**src/include/sram_config.svh**
```systemverilog
// Shared memory configuration
// Widths, depth and init style
`ifndef SRAM_CONFIG_SVH
`define SRAM_CONFIG_SVH

// Width of one data word in bits
`define SRAM_DATA_WIDTH 64

// Bits covered by one byte enable
`define SRAM_BYTE_WIDTH 8

// Number of words in the macro
`define SRAM_NUM_WORDS 256

// Set to 1 to keep a user word next to every data word
`define SRAM_USER_EN 1

// Start-up contents of the arrays
// Either "zeros" or "none"
`define SRAM_SIM_INIT "zeros"

// Derived sizes used by the package
`define SRAM_BE_WIDTH (`SRAM_DATA_WIDTH / `SRAM_BYTE_WIDTH)
`define SRAM_ADDR_WIDTH $clog2(`SRAM_NUM_WORDS)

`endif
```
**src/rtl/sram_pkg.sv**
```systemverilog
// Memory subsystem types
`include "sram_config.svh"

package sram_pkg;

   // One data word as stored in the macro
   typedef logic [`SRAM_DATA_WIDTH-1:0] data_t;

   // User word sits beside the data word
   // Same width as the data word
   typedef logic [`SRAM_DATA_WIDTH-1:0] user_t;

   // One enable per byte lane
   typedef logic [`SRAM_BE_WIDTH-1:0] be_t;

   // Word address into the array
   typedef logic [`SRAM_ADDR_WIDTH-1:0] addr_t;

   // Names one of the two requesters
   typedef logic port_sel_t;

   // Command presented by a requester
   typedef struct packed {
      logic  we;
      addr_t addr;
      data_t wdata;
      user_t wuser;
      be_t   be;
   } port_req_t;

   // Read result returned to a requester
   typedef struct packed {
      data_t rdata;
      user_t ruser;
   } port_rsp_t;

endpackage : sram_pkg

```
**src/rtl/sram_port_arbiter.sv**
```systemverilog
// Two-port round-robin arbiter
module sram_port_arbiter (
   input  logic                      clk_i,
   input  logic                      reset_i,
   input  logic [1:0]                port_req_i,
   input  sram_pkg::port_req_t [1:0] port_cmd_i,
   output logic [1:0]                port_gnt_o,
   output logic [1:0]                port_rvalid_o,
   output logic                      mem_req_o,
   output sram_pkg::port_req_t       mem_cmd_o,
   input  sram_pkg::data_t           mem_rdata_i,
   input  sram_pkg::user_t           mem_ruser_i,
   output sram_pkg::port_rsp_t       rsp_o
);

   // Port granted most recently
   sram_pkg::port_sel_t last_q;

   // Winner of the current cycle
   sram_pkg::port_sel_t sel;

   // Read issued last cycle and the port that asked for it
   logic                rd_pend_q;
   sram_pkg::port_sel_t rd_port_q;

   // Pick the winner
   // A lone requester always wins
   // On a conflict the port not served last time goes first
   always_comb begin
      sel = 1'b0;
      if (port_req_i[0] && port_req_i[1]) begin
         sel = ~last_q;
      end else if (port_req_i[1]) begin
         sel = 1'b1;
      end
   end

   // Memory sees a request whenever anybody asks
   assign mem_req_o = |port_req_i;
   assign mem_cmd_o = port_cmd_i[sel];

   // Grant follows the request in the same cycle
   always_comb begin
      port_gnt_o = '0;
      if (mem_req_o) begin
         port_gnt_o[sel] = 1'b1;
      end
   end

   // Round-robin history
   // Port 0 wins the first conflict after reset
   always_ff @(posedge clk_i) begin
      if (reset_i) begin
         last_q <= 1'b1;
      end else if (mem_req_o) begin
         last_q <= sel;
      end
   end

   // Track a granted read for one cycle
   always_ff @(posedge clk_i) begin
      if (reset_i) begin
         rd_pend_q <= 1'b0;
      end else begin
         rd_pend_q <= mem_req_o && !mem_cmd_o.we;
      end
   end

   // Port identity only matters while a read is pending
   always_ff @(posedge clk_i) begin
      rd_port_q <= sel;
   end

   // Route the pulse back to the port that issued the read
   always_comb begin
      port_rvalid_o = '0;
      if (rd_pend_q) begin
         port_rvalid_o[rd_port_q] = 1'b1;
      end
   end

   // Response bus is shared by both ports
   assign rsp_o.rdata = mem_rdata_i;
   assign rsp_o.ruser = mem_ruser_i;

endmodule : sram_port_arbiter

```
**config.mk**
```make
export PLATFORM = sky130hd
export DESIGN_NAME = sram_port_arbiter
export DESIGN_NICKNAME = d
export VERILOG_FILES = /design/src/rtl/sram_pkg.sv /design/src/rtl/sram_port_arbiter.sv
export VERILOG_INCLUDE_DIRS = /design/src /design/src/include
export SDC_FILE = /design/constraint.sdc
export NUM_CORES = 1
export LEC_CHECK = 0
export BUFFER_PORTS_ARGS = -buffer_cell sky130_fd_sc_hd__buf_2
export CAP_MARGIN = 20
export CELL_PAD_IN_SITES_DETAIL_PLACEMENT = 1
export CELL_PAD_IN_SITES_GLOBAL_PLACEMENT = 1
export CORE_AREA = 4 4 268 270
export DETAILED_ROUTE_END_ITERATION = 10
export DIE_AREA = 0 0 272 274
export PLACE_DENSITY_LB_ADDON = 0.2
export SETUP_SLACK_MARGIN = 0.4
export SYNTH_ARGS = -nofsm -noshare
export SYNTH_HDL_FRONTEND = slang
export SYNTH_SLANG_ARGS = --single-unit
```
**constraint.sdc**
```tcl
create_clock -name clk_i -period 1.1 [get_ports clk_i]
set_input_delay 0.055 -clock clk_i [delete_from_list [all_inputs] [get_ports clk_i]]
set_output_delay 0.055 -clock clk_i [all_outputs]
set_load 0.005 [all_outputs]
```
==> key figures <==
Detailed routing
  • Post-route ant nets: 0
  • Drt first pass iters: 3
  • Detailed router's first-iteration violation count: 32
  • Drt drc: 0
  • Total Routed Length: 22900 um
  • Wire length per cell: 14.5 um
  • Total number of vias: 3689
  • Average via count per standard cell: 2.34

Synthesis
  • Post-Syn Instances: 305
  • Unique masters post-synth: 16
  • Netlist area before placement: between 3000 and 4000 um2
  • Syn. warnings: 0
  • Dominant cells by area after synthesis: mux2_4 (55%), buf_4 (27%), buf_12 (7.9%)
  • Average instance area after synthesis: 11.6 um2
  • Net count of the mapped netlist: roughly 730
  • Sequential fraction of the synthesis area: roughly 1.7%
  • Area share of the leading cell type in the synthesized netlist: 55.2%
  • Register bit count reported by yosys: 3
  • Library cell with the largest summed area after synthesis: mux2_4

Timing
  • Worst slew slack as a fraction of its limit: 87.2%
  • Transition time at the pin with the least slew margin: 0.191 ns
  • Setup repair after global routing missed its margin: true
  • Post-Route Hold Slack: 0.0585 ns
  • Worst setup slack after layout: -0.608 ns
  • Fmax: approximately 590 MHz
  • Slew Limit Fails: 0
  • Setup Skew: 0.00246 ns
  • Final clock period utilization by the worst path: 155%
  • Clock period minus worst slack: 1.71 ns
  • Number of hold violations in the final report: 0
  • Final setup vio count: 147

Setup path
  • Setup crit start kind: register
  • Data required time of the critical path: between 1 and 1.5 ns
  • CP Data Arrival Time: 1.65 ns
  • Endpoint class of the critical path: primary output
  • Peak fanout along the critical path: 17
  • Kind of critical path: register to primary output
  • FF-to-FF setup slack: -0.02 ns

Placement
  • I/O Buffers: 443
  • Worst setup timing slack at the placement stage: -0.399 ns
  • HPWL reported at the end of detailed placement: 21000 um
  • Cell area after placement: 5960 um2
  • Final weighted congestion of routability-driven global placement: between 0.8 and 0.9

Layout
  • Footprint of the multi-input gates: 2260 um2
  • Final antenna diode count: 0
  • Post-route cell area: 6650 um2
  • Fill cells: 8332
  • FF+latch area: 66.3 um2
  • Area growth from synthesis to final layout: 88.1%
  • Share of post-route cells with drive strength above 1: 98.9%
  • NumNets Final: 1060

Power
  • Reg power frac: between 3 and 4%
  • Net switching power figure: approximately 1.1 mW
  • Power density of the placed cells: 530 nW/um2
  • Comb power frac: 78.4%
  • Share of total power in the clock network: roughly 18%
  • Internal power consumption: around 2.4 mW
  • Maximum vdd drop: ~0.33 mV
  • Static Leak: between 3 and 4 nW
  • Fraction of power spent switching nets: roughly a third

Floorplan
  • Die outline width: 272 um
  • Initial Utilization: 5.08%
  • # IOs: 700
  • Vertical die dimension: between 200 and 300 um
  • Std-Cell Core Area: ~70000 um2
  • Overall die area: 74500 um2
  • Num rows: 97

Global routing
  • Total overflow reported by the global router: 0
  • Grt peak-use layer: met2
  • Overall track demand over capacity in global routing: approximately 5.4%
  • Met2 layer usage reported by global route: 9.05%
  • Antenna violations before repair: 4
  • Wire length of the first global-routing pass: roughly 29000 um
  • Via count of the first global-routing pass: between 4000 and 5000
  • Met3 global-route usage: approximately 3.8%
  • Pin count of the biggest net entering global routing: 22
  • Global-route met1 utilization: 5.26%

Clock network
  • H-tree level count: 1
  • Post-CTS Hold Fix Bufs: 0
  • Clock Sinks: 3
  • Total CTS buffers: 3
  • Root buffer cell: clkbuf_16
  • Clock insertion delay at the later pin of the skew report: 0.24 ns
  • Buffer depth of the longest clock path: 2
  • Worst-path clk slew: 0.04 ns
  • CTS tree: yes

Hold path
  • Worst min-delay path class: input pin to register

Job
  • Number of max-cap violations: 0

Run status
  • Run status: complete, but fails checks
  • Violations in the final reports: negative setup slack
-- state kept, by name (all words and copies together) (netlist names) --
name / cells
last_q: 1
rd_pend_q: 1
rd_port_q: 1
-- layout make-up --
| type | count | share of cell area (%) |
|---|---|---|
| repair buffers | 472 | 46.2 |
| multi-input cells | 158 | 33.9 |
| well taps | 940 | 17.7 |
| clock buffers | 4 | 1.19 |
| flip-flops and latches | 3 | 0.997 |
-- stage by stage --
| step | TNS, ns | utilization (%) | power, mW | instances |
|---|---|---|---|---|
| floorplan | -12.69 | - | 1.71 | 305 |
| global placement | -46.08 | 8.57 | 2.57 | 1568 |
| detailed placement | -48.30 | 8.57 | 2.56 | 1568 |
| CTS | -85.57 | 9.29 | 3.53 | 1574 |
| global route | -91.12 | 9.56 | 3.79 | 1577 |
| finish | -79.70 | 9.56 | 3.52 | 1577 |
-- power groups by stage --
stage               logic, mW  registers (mW)  clock network [mW]
finish                   2.76           0.128               0.633
global route             2.97           0.129               0.692
CTS                      2.72           0.127               0.689
detailed placement       2.44           0.127                   0
global placement         2.45           0.128                   0
floorplan                1.58           0.124                   0
-- logic make-up (layout without fill, tap and decap cells) --
family / after synthesis / after routing / synth area share, %
mux: 145 / 145 / 60.0
buf+inv: 144 / 476 / 35.6
compound gates: 4 / 4 / 1.24
simple gates: 9 / 9 / 1.42
flops: 3 / 3 / 1.70
-- timing repair --
item                                   in CTS  in global routing
setup endpoints to repair                 153                153
cloned                                      0                  2
resized for setup                          69                 25
buffers inserted                            2                  1
endpoints found under the hold margin       0                  0
-- placed cells by master, fill, tap and decap left out, drive strengths merged --
master	instances
and2	2
dfxtp	3
a32o	1
clkbuf	6
a21boi	2
buf	470
mux2	145
nor2	2
nand2	1
nor2b	1
or2	2
or2b	1
a21o	1
-- critical path: stages (launching register included) --
cell and delay (ns):
dfxtp_2 0.33, a21boi_4 0.20, buf_12 0.19, buf_12 0.20
mux2_4 0.31, buf_2 0.13
-- worst paths after layout --
| path | endpoint | startpoint | depth (start not counted) |
|---|---|---|---|
| max | mem_cmd_o[75] | last_q$_SDFFE_PP1N_ | 5 |
| min | last_q$_SDFFE_PP1N_ | reset_i | 2 |
| max reg2reg | rd_pend_q$_SDFF_PP0_ | last_q$_SDFFE_PP1N_ | 3 |
| min reg2reg | last_q$_SDFFE_PP1N_ | last_q$_SDFFE_PP1N_ | 3 |
-- cell usage after synthesis --
cell	count
buf_12	14
buf_4	129
a21boi_0	1
buf_6	1
mux2_4	130
nor2b_1	1
a32o_1	1
nor2_1	2
and2_1	2
a21boi_4	1
nand2_1	1
dfxtp_1	3
a21o_1	1
or2_2	2
or2b_1	1
mux2_2	15
-- layer usage --
metal	vias to the layer above	share of wire, %	wire length (um)
li1	1591	-	-
met1	1588	35	7950
met2	483	45	10400
met3	23	17	3960
met4	4	2.2	509
met5	-	0.52	119
(Power assumes the default switching activity.)
